### config.mk
export PLATFORM = sky130hd
export DESIGN_NAME = leaper_moves
export DESIGN_NICKNAME = d
export VERILOG_FILES = /design/src/hw/chess_pkg.sv /design/src/hw/leaper_moves.sv
export SDC_FILE = /design/constraint.sdc
export NUM_CORES = 1
export LEC_CHECK = 0
export BUFFER_PORTS_ARGS = -buffer_cell sky130_fd_sc_hd__buf_2
export CAP_MARGIN = 20
export CORE_AREA = 3 3 135 124
export CTS_BUF_LIST = sky130_fd_sc_hd__clkbuf_16
export DETAILED_ROUTE_END_ITERATION = 10
export DIE_AREA = 0 0 138 127
export PLACE_DENSITY = 0.69
export SYNTH_ARGS = -nofsm -noshare
export SYNTH_HDL_FRONTEND = slang
export SYNTH_SLANG_ARGS = --single-unit
### constraint.sdc
create_clock -name clk -period 9.5 [get_ports clk]
set_clock_uncertainty 0.05 [all_clocks]
set_input_delay 0.475 -clock clk [delete_from_list [all_inputs] [get_ports clk]]
set_output_delay 0.475 -clock clk [all_outputs]
set_load 0.01 [all_outputs]
### src/hw/chess_pkg.sv
package chess_pkg;

   localparam int PIECE_BITS    = 4;
   localparam int BOARD_SQUARES = 64;
   localparam int BOARD_BITS    = BOARD_SQUARES * PIECE_BITS;

   // row * 8 + col, row 0 on white's side
   typedef logic [5:0] square_t;

   typedef enum logic [2:0]
   {
      kind_none   = 3'd0,
      kind_pawn   = 3'd1,
      kind_knight = 3'd2,
      kind_bishop = 3'd3,
      kind_rook   = 3'd4,
      kind_queen  = 3'd5,
      kind_king   = 3'd6
   } piece_kind_t;

   // one square, read raw or as color and kind
   typedef union packed
   {
      logic [PIECE_BITS-1:0] code;
      struct packed
      {
         logic        black;   // set for black pieces
         piece_kind_t kind;
      } f;
   } piece_t;

   localparam logic [PIECE_BITS-1:0] PIECE_EMPTY = 4'd0;

endpackage

### src/hw/leaper_moves.sv
`timescale 1ns/1ps

module leaper_moves
(
   input  logic                             clk,
   input  logic                             reset,
   input  logic                             start,
   input  logic                             clear_moves,
   input  logic                             white_to_move,
   input  logic [chess_pkg::BOARD_BITS-1:0] board,
   output logic                             leaper_move,
   output logic                             done,
   output chess_pkg::square_t               from,
   output chess_pkg::square_t               to,
   output chess_pkg::piece_t                captured
);

   import chess_pkg::*;

   localparam logic [1:0] S_IDLE   = 2'd0;
   localparam logic [1:0] S_SQUARE = 2'd1;
   localparam logic [1:0] S_STEP   = 2'd2;
   localparam logic [1:0] S_DONE   = 2'd3;

   logic [1:0]        state;
   square_t           sq;
   piece_t            cur;
   piece_t            piece;
   logic              own_leaper;
   logic [2:0]        off_idx;
   logic signed [4:0] off_row;
   logic signed [4:0] off_col;
   logic signed [4:0] dst_row;
   logic signed [4:0] dst_col;
   square_t           dst_sq;
   piece_t            target;
   logic              on_board;

   assign cur        = board[sq * PIECE_BITS +: PIECE_BITS];
   assign own_leaper = cur.code != PIECE_EMPTY && cur.f.black == !white_to_move &&
                       (cur.f.kind == kind_knight || cur.f.kind == kind_king);
   assign dst_row    = $signed({2'b00, sq[5:3]}) + off_row;
   assign dst_col    = $signed({2'b00, sq[2:0]}) + off_col;
   assign dst_sq     = {dst_row[2:0], dst_col[2:0]};
   assign target     = board[dst_sq * PIECE_BITS +: PIECE_BITS];
   assign on_board   = dst_row[4:3] == 2'b00 && dst_col[4:3] == 2'b00;
   assign done       = state == S_DONE;

   // knight jumps first, king ring second
   always_comb
   begin
      case ({piece.f.kind == kind_king, off_idx})
         4'h0:    {off_row, off_col} = {-5'sd2, -5'sd1};
         4'h1:    {off_row, off_col} = {-5'sd1, -5'sd2};
         4'h2:    {off_row, off_col} = {5'sd1, -5'sd2};
         4'h3:    {off_row, off_col} = {5'sd2, -5'sd1};
         4'h4:    {off_row, off_col} = {5'sd2, 5'sd1};
         4'h5:    {off_row, off_col} = {5'sd1, 5'sd2};
         4'h6:    {off_row, off_col} = {-5'sd1, 5'sd2};
         4'h7:    {off_row, off_col} = {-5'sd2, 5'sd1};
         4'h8:    {off_row, off_col} = {-5'sd1, -5'sd1};
         4'h9:    {off_row, off_col} = {-5'sd1, 5'sd0};
         4'ha:    {off_row, off_col} = {-5'sd1, 5'sd1};
         4'hb:    {off_row, off_col} = {5'sd0, -5'sd1};
         4'hc:    {off_row, off_col} = {5'sd0, 5'sd1};
         4'hd:    {off_row, off_col} = {5'sd1, -5'sd1};
         4'he:    {off_row, off_col} = {5'sd1, 5'sd0};
         default: {off_row, off_col} = {5'sd1, 5'sd1};
      endcase
   end

   always_ff @(posedge clk)
   begin
      if (reset)
      begin
         state       <= S_IDLE;
         leaper_move <= 1'b0;
      end
      else
      begin
         leaper_move <= 1'b0;
         case (state)
            S_IDLE:
               if (start)
               begin
                  sq    <= '0;
                  state <= S_SQUARE;
               end
            S_SQUARE:
               if (own_leaper)
               begin
                  piece   <= cur;
                  off_idx <= 3'd0;
                  state   <= S_STEP;
               end
               else if (sq == 6'd63)
                  state <= S_DONE;
               else
                  sq <= sq + 6'd1;
            S_STEP:
            begin
               if (on_board && (target.code == PIECE_EMPTY || target.f.black == white_to_move))
               begin
                  leaper_move <= 1'b1;
                  from        <= sq;
                  to          <= dst_sq;
                  captured    <= target;
               end
               off_idx <= off_idx + 3'd1;
               if (off_idx == 3'd7)   // all eight offsets tried
               begin
                  if (sq == 6'd63)
                     state <= S_DONE;
                  else
                  begin
                     sq    <= sq + 6'd1;
                     state <= S_SQUARE;
                  end
               end
            end
            S_DONE:
               if (clear_moves)
                  state <= S_IDLE;
            default:
               state <= S_IDLE;
         endcase
      end
   end

endmodule

Yosys cells after proc, flatten, opt, wreduce, memory -nomap -nowiden
Memory sizes are Yosys's and may differ from the RTL's. Cells that the tools add are included.

Muxes and demuxes: 15. Reduce and logical (&&, ||, !) cells: 20. Bitwise gates (word level): 2. Equal/unequal tests: 16. Shifts and indexed selects: 2. Add/sub/neg operators: 4.

Operator list (count): 256-bit by 9-bit indexed part select with 4-bit output (2); 6-bit two-way mux (4); 6-bit case mux with 3 select lines (1); 2-bit two-way mux (6); 4-bit by 5-bit adder with 5-bit output (2); 2-bit != test (second input constant) (5); 3-bit == test (second input constant) (3); 3-bit AND reduction (3); 2-bit case mux with 4 select lines (1); 6-bit by 1-bit adder with 6-bit output (second input constant) (1); 6-bit == test (second input constant) (1); 2-bit logical NOT (3); 3-bit case mux with 2 select lines (1); 5-bit AND reduction (1); 2-bit == test (second input constant) (2); 1-bit logical AND (4); 4-bit logical NOT (1); 4-bit AND reduction (1); 4-bit nonzero test (1); 3-bit by 1-bit adder with 3-bit output (second input constant) (1); 3-bit by 2-bit == test with 1-bit output (second input constant) (1); 3-bit two-way mux (1); 3-bit != test (second input constant) (1); 3-bit nonzero test (1); other kinds (8) (11).

Register bits: 31. Output and inout port bits: 18. Input bits: 261. Memories: 1. Bits in read-only memories: 160.

Memories: (no name shown) (depth 16, width 10, read ports 1, clocked after memory_dff 0, write ports 0, RTL line leaper_moves.sv:52) `case ({piece.f.kind == kind_king, off_idx})`.

Logic depth before layout (Yosys ltp)
An unclocked memory read counts as a cell.

Depth after elaboration: 8. Depth in mapped cells: 16. Gate-level depth less buffers: 16.

Least setup slack after synthesis
No wires, ideal clock.

Path kind: register to register. Start: reg off_idx[0]. End: reg captured[0] (netlist name) (enable). Data arrival time: 4.936 ns. Required time: 9.036 ns. Buffers on the path: 2. Period minus slack after synthesis: 5.400 ns. Path slack: 4.100 ns. Cell stages (with the launch flop): 17. Cells stage by stage: edfxtp_1 > inv_1 > ha_1 > nand2_1 > o21a_1 > ha_1 > inv_1 > fa_1 > clkbuf_1 > clkbuf_1 > mux4_2 > mux4_2 > a22oi_1 > nand2_1 > nor3_1 > nor3_1 > a211oi_1.

RTL lines: start: declaration (RTL line leaper_moves.sv:30) `logic [2:0] off_idx;`; start signal: assignment (RTL line leaper_moves.sv:109) `off_idx <= off_idx + 3'd1;`; end signal: assignment (RTL line leaper_moves.sv:107) `captured <= target;`; end: declaration (RTL line leaper_moves.sv:15) `output chess_pkg::piece_t captured`.

==> impl_metrics.ini <==
[floorplanning]
initial_utilization = 0.396
core_region_area_um2 = 15400
dieArea_um2 = 17500
die_w_um = 138
row_count = 43
fp.dieH_um = 127
ios = 279

[critical_path]
cp.depth = 15
crit_path_max_fanout = 65
criticalPathCategory = reg2reg
rrSetupSlack_ns = 4.21
start_kind = flop
critPathBufInv = 3
rr_endpoint = from[0]
critical_path_required_ns = 9.43
r2r-start = off_idx[1]
worstSetupEndpointType = flop
cp_top_family = adder cells
cpPeakStageDelay_ns = 1.40
path_cells = inv_1, ha_1, nand2_1, o21a_1, ha_4, inv_1, fa_4, mux4_2, mux4_2, a22oi_1, nand2_1, nor3_1, nor3_1, a211oi_2, buf_6
worstPathArrival_ns = 5.22
cpMaxStageDelayCell = fa_4
ff2ff_path_depth = 15

[cts]
cts_tree = yes
cts.sinks = 31
path_clk_slew_ns = 0.05
cts_root_buf = clkbuf_16
numCtsBuffers = 5
htree_levels = 2
post_cts_buffers = 0
clock_latency_ns = 0.28
cts_hold_buf = 0
clock_path_buffers = 2
cts_resized = 0

[synthesis]
synth_nets = 741
synth.largest_area_cell = mux4_2
synth_edf_count = 28
synth_area_leaders = mux4_2 (54%), edfxtp_1 (14%), ha_1 (4.1%)
synthCells = 458
synth.top_cell.area_share = 0.543
ys_warn_count = 0
ys.flop_type = edfxtp_1
synthArstFlopShare = 0
avgSynthCellArea_um2 = 13.3
ys_ff_latch = 31
syn_area_um2 = 6100
synthDistinctLibCells = 59
yosysSeqAreaShare = 0.148

[placement]
place_hpwl_um = 18300
dpl_cell_area_um2 = 7570
numPortBuffers = 278
globalplace.congestion = 0.952

[sta]
finalCritPeriodShare = 0.557
setup_viol = 0
max-slew-margin-rel = 0.306
report.final.slew_viol_count = 0
tightest_slew_ns = 1.04
rsz0062_at_grt = no
layout_min_cycle_time_ns = 5.29
tns_ns = 0
max_freq_mhz = 189
finalHoldViolCount = 0

[global_route]
grt_pass1_wl_um = 35100
grt_pass1_vias = 6318
grt_max_degree = 66
overflow = 0
grt_usage = 0.248
antenna_found_initial = 0

[routing]
wl_per_cell_um = 24.7
viasPerCell = 6.49
dr.pass1.iters = 5
drc = 0
drtIter0Drc = 496
ant_nets = 0
wl_um = 22500
route.vias.total = 5901

[layout]
drive_gt1_frac = 0.653
fin_area_um2 = 7750
final_cell_mix = buf_2 (278), mux4_2 (147), edfxtp_1 (28)
num_antenna_cells = 0
nNetsFinal = 989
syn_to_final_growth_pct = 27.0
final_common_cell = buf_2

[run_status]
status = complete, no violations

[pwr]
switchingPower_w = 0.000862
combPwrFrac = 0.797
clockPowerShare = 0.091
swShare = 0.431
power.leakage_nw = 3.09
total_power_w = 0.00200
cellPowerDensity_nw_per_um2 = 258
cell_internal_pwr_w = 0.00114
ir_drop_uv = 167
seq_power_share = 0.111

[worst_hold_path]
hp-class = in2reg
whs_endpoint = state[1]
holdPathStages = 3
hp-start = reset

[flow_run]
maxCapViolations = 0
worst max path at each step:
stage                   to  startpoint  slack (ns)
2_1_floorplan  captured[0]  off_idx[0]        4.10
3_3_place_gp       from[5]  off_idx[0]        3.96
3_5_place_dp       from[0]  off_idx[0]        3.77
4_1_cts            from[0]  off_idx[0]        3.76
5_1_grt            from[5]  off_idx[1]        3.96
6_report           from[0]  off_idx[1]        4.21
power by group through the flow:
| stage | clock [W] | sequential (W) | combinational (W) |
|---|---|---|---|
| after floorplan | 0 | 0.000207 | 0.00126 |
| after global placement | 0 | 0.000222 | 0.00155 |
| after detailed placement | 0 | 0.000224 | 0.00159 |
| after CTS | 0.000184 | 0.000221 | 0.00160 |
| after global routing | 0.000191 | 0.000225 | 0.00172 |
| final | 0.000183 | 0.000222 | 0.00159 |
state kept, by name, indices dropped and copies added (netlist names):
register	cells
to	6
piece	3
leaper_move	1
sq	6
off_idx	3
captured	4
state	2
from	6
cells by family (layout without fill, tap and decap cells):
kind of cell    Yosys count  after routing  share of synthesized area
mux                     159            159                      0.566
simple gates            109            109                     0.0970
buf+inv                  68            317                     0.0580
compound gates           64             64                     0.0769
flops                    31             31                      0.148
fa+ha+maj                22             22                     0.0476
xor+xnor                  5              5                    0.00718
synth_stat cells (all sizes together) (4+ instances only):
library cell	count
mux4	148
edfxtp	28
buf	26
inv	23
ha	20
nor2	19
clkbuf	18
nand2	18
nor3	16
a21oi	12
a22oi	9
nand3	9
o21ai	9
mux2i	8
nand2b	6
nor2b	6
nor4	6
or2	6
and2	5
o32ai	5
a211oi	4
a31oi	4
o22ai	4
or3	4
xor2	4
area by class of cell:
class / instances / area [µm²]
inverters: 24 / 90.1
repair buffers: 285 / 1450
flip-flops and latches: 31 / 901
well taps: 202 / 253
fillers: 1400 / 7640
clock buffers: 5 / 125
multi-input cells: 359 / 4890
clock inverters: 3 / 43.8
stage by stage:
step / cells / util / hold slack, ns / setup slack (ns)
global placement: 900 / 0.492 / 0.583 / 3.96
CTS: 908 / 0.503 / 0.546 / 3.76
floorplan: 458 / - / 0.405 / 4.10
detailed placement: 900 / 0.492 / 0.613 / 3.77
global route: 909 / 0.504 / 0.570 / 3.96
finish: 909 / 0.504 / 0.561 / 4.21
layer usage:
metal	routed length [µm]	GRT usage
met1	8490	0.327
met2	11700	0.442
met3	1930	0.0423
met4	413	0.0430
met5	0	0
worst reg2reg max path, delay by kind of cell (launching register included):
kind / cells / cell delay, ns
adder cells (fa/ha/maj): 3 / 1.81
multiplexers: 2 / 1.00
AO/OA/AOI/OAI: 3 / 0.73
AND/OR/NAND/NOR: 4 / 0.54
flip-flops: 1 / 0.45
buffers and inverters: 3 / 0.41
Note: power is estimated with default switching activity, not from simulation.
