### src/hw/chess_pkg.sv
package chess_pkg;

   localparam int PIECE_BITS    = 4;
   localparam int BOARD_SQUARES = 64;
   localparam int BOARD_BITS    = BOARD_SQUARES * PIECE_BITS;

   // row * 8 + col, row 0 on white's side
   typedef logic [5:0] square_t;

   typedef enum logic [2:0]
   {
      kind_none   = 3'd0,
      kind_pawn   = 3'd1,
      kind_knight = 3'd2,
      kind_bishop = 3'd3,
      kind_rook   = 3'd4,
      kind_queen  = 3'd5,
      kind_king   = 3'd6
   } piece_kind_t;

   // one square, read raw or as color and kind
   typedef union packed
   {
      logic [PIECE_BITS-1:0] code;
      struct packed
      {
         logic        black;   // set for black pieces
         piece_kind_t kind;
      } f;
   } piece_t;

   localparam logic [PIECE_BITS-1:0] PIECE_EMPTY = 4'd0;

endpackage

### src/hw/slider_moves.sv
`timescale 1ns/1ps

module slider_moves
(
   input  logic                             clk,
   input  logic                             reset,
   input  logic                             start,
   input  logic                             clear_moves,
   input  logic                             white_to_move,
   input  logic [chess_pkg::BOARD_BITS-1:0] board,
   output logic                             slider_move,
   output logic                             done,
   output chess_pkg::square_t               from,
   output chess_pkg::square_t               to,
   output chess_pkg::piece_t                captured
);

   import chess_pkg::*;

   localparam logic [2:0] S_IDLE   = 3'd0;
   localparam logic [2:0] S_SQUARE = 3'd1;
   localparam logic [2:0] S_DIR    = 3'd2;
   localparam logic [2:0] S_RAY    = 3'd3;
   localparam logic [2:0] S_DONE   = 3'd4;

   logic [2:0]        state;
   square_t           sq;
   piece_t            cur;
   piece_t            piece;
   logic              own_slider;
   logic [2:0]        dir_idx;
   logic [2:0]        dir_last;
   logic signed [4:0] step_row;
   logic signed [4:0] step_col;
   logic signed [4:0] ray_row;
   logic signed [4:0] ray_col;
   square_t           ray_sq;
   piece_t            target;
   logic              on_board;

   assign cur        = board[sq * PIECE_BITS +: PIECE_BITS];
   assign own_slider = cur.code != PIECE_EMPTY && cur.f.black == !white_to_move &&
                       (cur.f.kind == kind_queen || cur.f.kind == kind_rook ||
                        cur.f.kind == kind_bishop);
   assign dir_last   = (piece.f.kind == kind_rook) ? 3'd3 : 3'd7;
   assign ray_sq     = {ray_row[2:0], ray_col[2:0]};
   assign target     = board[ray_sq * PIECE_BITS +: PIECE_BITS];
   assign on_board   = ray_row[4:3] == 2'b00 && ray_col[4:3] == 2'b00;
   assign done       = state == S_DONE;

   // 0-3 orthogonal, 4-7 diagonal
   always_comb
   begin
      case (dir_idx)
         3'd0:    {step_row, step_col} = {5'sd0, 5'sd1};
         3'd1:    {step_row, step_col} = {5'sd0, -5'sd1};
         3'd2:    {step_row, step_col} = {5'sd1, 5'sd0};
         3'd3:    {step_row, step_col} = {-5'sd1, 5'sd0};
         3'd4:    {step_row, step_col} = {5'sd1, 5'sd1};
         3'd5:    {step_row, step_col} = {5'sd1, -5'sd1};
         3'd6:    {step_row, step_col} = {-5'sd1, 5'sd1};
         default: {step_row, step_col} = {-5'sd1, -5'sd1};
      endcase
   end

   always_ff @(posedge clk)
   begin
      if (reset)
      begin
         state       <= S_IDLE;
         slider_move <= 1'b0;
      end
      else
      begin
         slider_move <= 1'b0;
         case (state)
            S_IDLE:
               if (start)
               begin
                  sq    <= '0;
                  state <= S_SQUARE;
               end
            S_SQUARE:
               if (own_slider)
               begin
                  piece   <= cur;
                  dir_idx <= (cur.f.kind == kind_bishop) ? 3'd4 : 3'd0;
                  state   <= S_DIR;
               end
               else if (sq == 6'd63)
                  state <= S_DONE;
               else
                  sq <= sq + 6'd1;
            S_DIR:
            begin
               ray_row <= $signed({2'b00, sq[5:3]}) + step_row;
               ray_col <= $signed({2'b00, sq[2:0]}) + step_col;
               state   <= S_RAY;
            end
            S_RAY:
            begin
               if (on_board && (target.code == PIECE_EMPTY || target.f.black == white_to_move))
               begin
                  slider_move <= 1'b1;
                  from        <= sq;
                  to          <= ray_sq;
                  captured    <= target;
               end
               if (on_board && target.code == PIECE_EMPTY)
               begin
                  ray_row <= ray_row + step_row;   // keep sliding
                  ray_col <= ray_col + step_col;
               end
               else if (dir_idx != dir_last)
               begin
                  dir_idx <= dir_idx + 3'd1;
                  state   <= S_DIR;
               end
               else if (sq == 6'd63)
                  state <= S_DONE;
               else
               begin
                  sq    <= sq + 6'd1;
                  state <= S_SQUARE;
               end
            end
            S_DONE:
               if (clear_moves)
                  state <= S_IDLE;
            default:
               state <= S_IDLE;
         endcase
      end
   end

endmodule

### config.mk
export PLATFORM = sky130hd
export DESIGN_NAME = slider_moves
export DESIGN_NICKNAME = d
export VERILOG_FILES = /design/src/hw/chess_pkg.sv /design/src/hw/slider_moves.sv
export SDC_FILE = /design/constraint.sdc
export NUM_CORES = 1
export LEC_CHECK = 0
export ABC_AREA = 1
export ABC_CLOCK_PERIOD_IN_PS = 5600
export BUFFER_PORTS_ARGS = -buffer_cell sky130_fd_sc_hd__buf_2
export CORE_AREA = 2 2 105 209
export DETAILED_ROUTE_END_ITERATION = 12
export DIE_AREA = 0 0 107 211
export HOLD_SLACK_MARGIN = 0.03
export PLACE_DENSITY = 0.76
export SYNTH_ARGS = -nofsm -noshare
export SYNTH_HDL_FRONTEND = slang
export SYNTH_SLANG_ARGS = --single-unit
### constraint.sdc
create_clock -name clk -period 5.6 [get_ports clk]
set_clock_uncertainty 0.05 [all_clocks]
set_input_delay 0.84 -clock clk [delete_from_list [all_inputs] [get_ports clk]]
set_output_delay 0.84 -clock clk [all_outputs]
set_load 0.01 [all_outputs]
=== Word level (Yosys, flattened, before mapping) ===
Index checks and enable logic that the tools add are counted.

* Output and inout port bits: 18
* Memories kept: 0
* Register bits: 42
* Input port bits: 261
* Memory bits (read-only): 0
* Bits in latches: 0
* Bits in writable memories: 0

* Magnitude comparators: 0
* Mux-type cells: 27
* $mul: 0
* Reductions and logical operators: 29
* Divide/modulo/power cells: 0
* Add/sub/neg operators: 6
* Shift operators: 2
* Equality and inequality tests: 27
* Bitwise operators: 2

{| class="wikitable"
|+ Operators by type and width
! operator !! count
|-
| $shiftx 256x9->4 || 2
|-
| $pmux 5 s2 || 4
|-
| $mux 3 || 12
|-
| $mux 6 || 5
|-
| $eq 3x3->1 const B || 7
|-
| $pmux 6 s3 || 1
|-
| $ne 2x2->1 const B || 8
|-
| $eq 3x2->1 const B || 5
|-
| $pmux 3 s5 || 1
|-
| $add 4x5->5 || 2
|-
| $add 5x5->5 || 2
|-
| $mux 5 || 2
|-
| $reduce_and 3->1 || 3
|-
| $add 6x1->6 const B || 1
|-
| $eq 3x1->1 const B || 2
|-
| $eq 6x6->1 const B || 1
|-
| $logic_not 3->1 || 2
|-
| $pmux 3 s2 || 1
|-
| $reduce_and 6->1 || 1
|-
| $reduce_or 2->1 || 3
|-
| $reduce_or 3->1 || 2
|-
| $logic_and 1x1->1 || 5
|-
| $reduce_and 5->1 || 1
|-
| $logic_not 2->1 || 2
|-
| 13 further kinds || 18
|}

=== Logic depth before layout (Yosys ltp) ===
* Depth in word-level cells: 7
* Gate-level depth with buffers: 21
* Mapped depth without buffers: 20

=== Worst setup path after synthesis ===
OpenSTA, ideal clock, no wires.

* Kind: input to register
* From: input port board[87] in the netlist's numbering
* To: register captured[0] in the netlist's numbering, enable pin
* Arrival time: 2.488 ns
* Path buffers: 0
* Path slack: 2.668 ns
* Required time: 5.156 ns
* Library setup time: 0.394 ns
* Cell stages on the path: 11
* Cell sequence: a21oi_1 > o21ai_0 > nand3_1 > nand2_1 > nand2_1 > nand3_1 > nand3_1 > nand2_2 > nor2_4 > nand2_1 > a21oi_1

{| class="wikitable"
|+ RTL lines
! element !! RTL line !! RTL
|-
| from (decl) || slider_moves.sv:10 || <nowiki>input logic [chess_pkg::BOARD_BITS-1:0] board,</nowiki>
|-
| to (signal assigned) || slider_moves.sv:107 || <nowiki>captured <= target;</nowiki>
|-
| to (decl) || slider_moves.sv:15 || <nowiki>output chess_pkg::piece_t captured</nowiki>
|}

==> flow_summary.toml <==
[outcome]
status = "finished, final reports clean"

[power_and_ir_drop]
peakVddDrop_uv = 138.2
power.net_switching_w = 0.0006269
netSwitchingFraction = 0.4287
p_int_w = 0.0008355
pwr-share-clk = 0.228
power.static_leakage_nw = 5.653
seq_power_share = 0.258
powerDensity_mw_per_mm2 = 151.1
power_frac_comb = 0.514

[die]
core_mm2 = 0.02093
die-area_mm2 = 0.02258
start_util = 0.3967
io_pins = 279
num_rows = 75
dieWidth_um = 107
die_y_um = 211

[worst_setup_path]
critPathMaxFanout = 99
critPathLaunchType = "flip-flop"
path_cells = "buf_4 > buf_4 > nand2_1 > nand3_1 > nand3_1 > nand2_1 > nand2_1 > nand3_1 > nand3_1 > nand2_2 > nor2_4 > nand4_4 > nand3_1 > nor3_1"
path_common_cell = "nand3_1"
slowest_stage = "buf_4"
cp.depth = 14
cp.required_ps = 5470
r2r_slack_ps = 1460
crit_arrival_ps = 4010
crit_path_end_kind = "flip-flop"
r2r_cells = 14
path_class = "reg -> reg"
cp_top_family = "simple AND/OR/NAND/NOR gates"
path_buf_inv = 2
slowest_delay_ps = 820

[clock_network]
cts_tree = "built"
cts_resized = 0
clock_path_buffers = 2
cts_sinks = 42
post_cts_buffers = 0
cts-root-buf = "clkbuf_16"
cts_hold_buf = 0
htree_levels = 2
cts_made_buffers = 5
clk_latency_ps = 300
clk_pin_slew_ps = 60

[global_route]
grt_usage = 0.3046
grt-ovfl-total = 0
antenna_found_initial = 5
grt_max_degree = 139
grt_pass1_wl_mm = 54.14
grt_pass1_vias = 10680

[synthesis]
syn_avg_cell_area_um2 = 5.117
ys_warn_count = 0
ys_seq_area_frac = 0.1471
synth_cell_type_count = 36
ys_seq_elements = 42
synth.net_count = 1899
netlist_area_mm2 = 0.008300
syn_inst = 1622

[drt]
routedWlPerCell_um = 16.93
drt_iter0_drc = 1203
drtAntennaViolNets = 0
vias = 11300
drtPass1Iterations = 8
remaining_drc_errors = 0
drt_wl_total_mm = 35.41
drt-vias-per-instance = 5.404

[sta]
setup_violations = 0
fin_tns_setup_ps = 0
final-hold-violation-count = 0
timing.final.crit_period_ps = 4137
fin_crit_sh = 0.7388
holdWs_ps = 519.9
rsz0062_at_grt = "false"
fmax_mhz = 241.7
tightestPinTransition_ps = 1136
relSlewSlack = 0.2419
maxSlewViolCount = 0

[job]
cap_violations = 0

[hold_path]
holdPathStages = 0
hp-class = "reg -> reg"

[finish]
multiInputGateArea_mm2 = 0.005622
fill_cells = 2285
regArea_mm2 = 0.001221
drive_above_1_share = 0.1783
layout.nets = 2093
area.growth.synth_to_final_pct = 16.61
finalNonFillerCells = 2091
design_area_mm2 = 0.009679

[placed_design]
gp_congestion = 0.9975
placedCellCount = 2078
numPortBuffers = 278
post_dp_cell_area_mm2 = 0.009504
place_hpwl_mm = 25.79
## cell type report
cell class | instances | share of cell area
Antenna cell | 5 | 0.001293
Inverter | 213 | 0.08299
Timing Repair Buffer | 292 | 0.1572
Multi-Input combinational cell | 1262 | 0.5808
Clock buffer | 6 | 0.01331
Clock inverter | 2 | 0.003490
Sequential cell | 42 | 0.1262
Tap cell | 269 | 0.03477
## per-layer routing
metal,track usage,vias up,part of all wire
li1,-,5465,-
met1,0.3374,5019,0.35
met2,0.5476,673,0.51
met3,0.02561,143,0.071
met4,0.1966,0,0.067
met5,0,-,0
## stage by stage
step           setup slack, ps  total power, W  utilization
6_report                  1463        0.001462       0.4625
5_1_grt                   1204        0.001560       0.4625
4_1_cts                   1566        0.001454       0.4619
3_5_place_dp              1571        0.001122       0.4542
3_3_place_gp              1656        0.001113       0.4542
2_1_floorplan             2668       0.0008730            -
## Yosys cell counts
cell	number	area [um2]
and3_1	1	6.260
xnor2_1	3	26.28
dfxtp_1	4	80.08
o21ai_0	32	160.2
edfxtp_1	38	1141
a31oi_1	1	6.260
nor4_1	2	12.51
nand3_1	325	1627
xor2_1	8	70.07
o211ai_1	2	15.01
nor2_1	63	236.5
nor2_4	3	33.78
nand3_2	4	40.04
buf_4	10	75.07
o21ai_2	1	8.760
inv_2	5	18.77
nor2_2	1	6.260
buf_2	58	290.3
nand2_2	6	37.54
inv_1	205	769.5
buf_8	2	30.03
a21boi_0	1	7.510
a21oi_1	41	205.2
nand4_4	1	21.27
nand4_1	1	6.260
ha_1	14	175.2
fa_1	2	40.04
buf_1	4	15.01
mux2i_1	1	10.01
buf_6	18	202.7
nand2_1	714	2680
o21ai_1	29	145.1
nor3_1	3	15.01
clkinv_1	3	11.26
a21oi_2	3	26.28
clkbuf_1	13	48.80
## cell usage in the layout, fill, tap and decap left out, types with 5 or more instances in the layout
master / count
edfxtp_1: 38
diode_2: 5
inv_1: 204
nand3_1: 325
buf_2: 278
clkbuf_16: 5
a21oi_1: 40
o21ai_0: 32
buf_4: 12
nor2_1: 63
nand2_1: 714
ha_1: 14
nand2_2: 6
xor2_1: 8
o21ai_1: 29
## state kept, by name (all words and copies together), names as in the netlist
name / cells
captured: 4
dir_idx: 3
from: 6
piece: 3
ray_col: 5
ray_row: 5
slider_move: 1
sq: 6
state: 3
to: 6
## final timing paths
kind	to	from
worst min-delay path	from[3]$_DFFE_PP_	sq[3]$_SDFFCE_PN0P_
worst max-delay path	sq[1]$_SDFFCE_PN0P_	ray_col[0]$_DFFE_PP_
worst max register to register	sq[1]$_SDFFCE_PN0P_	ray_col[0]$_DFFE_PP_
worst min register to register	from[3]$_DFFE_PP_	sq[3]$_SDFFCE_PN0P_
## worst register-to-register path, stage by stage, from the launching register on
cell,delay [ps]
edfxtp_1,370
buf_4,530
buf_4,830
nand2_1,240
nand3_1,130
nand3_1,100
nand2_1,110
nand2_1,90
nand3_1,150
nand3_1,100
nand2_2,160
nor2_4,60
nand4_4,110
nand3_1,90
nor3_1,640
## power groups by stage
stage	Combinational, W	Sequential [W]	Clock [W]
6_report	0.000752	0.000378	0.000333
5_1_grt	0.000839	0.000378	0.000343
4_1_cts	0.000744	0.000377	0.000334
3_5_place_dp	0.000739	0.000383	0
3_3_place_gp	0.000730	0.000383	0
2_1_floorplan	0.000501	0.000372	0
## cell families after synthesis
logic type,after synthesis,share of synthesized area
simple gates,1124,0.5689
buf+inv,318,0.1761
fa+ha+maj,16,0.02593
mux,1,0.001206
compound gates,110,0.06919
flops,42,0.1471
xor+xnor,11,0.01161
Note: power is estimated with default switching activity, not from simulation.
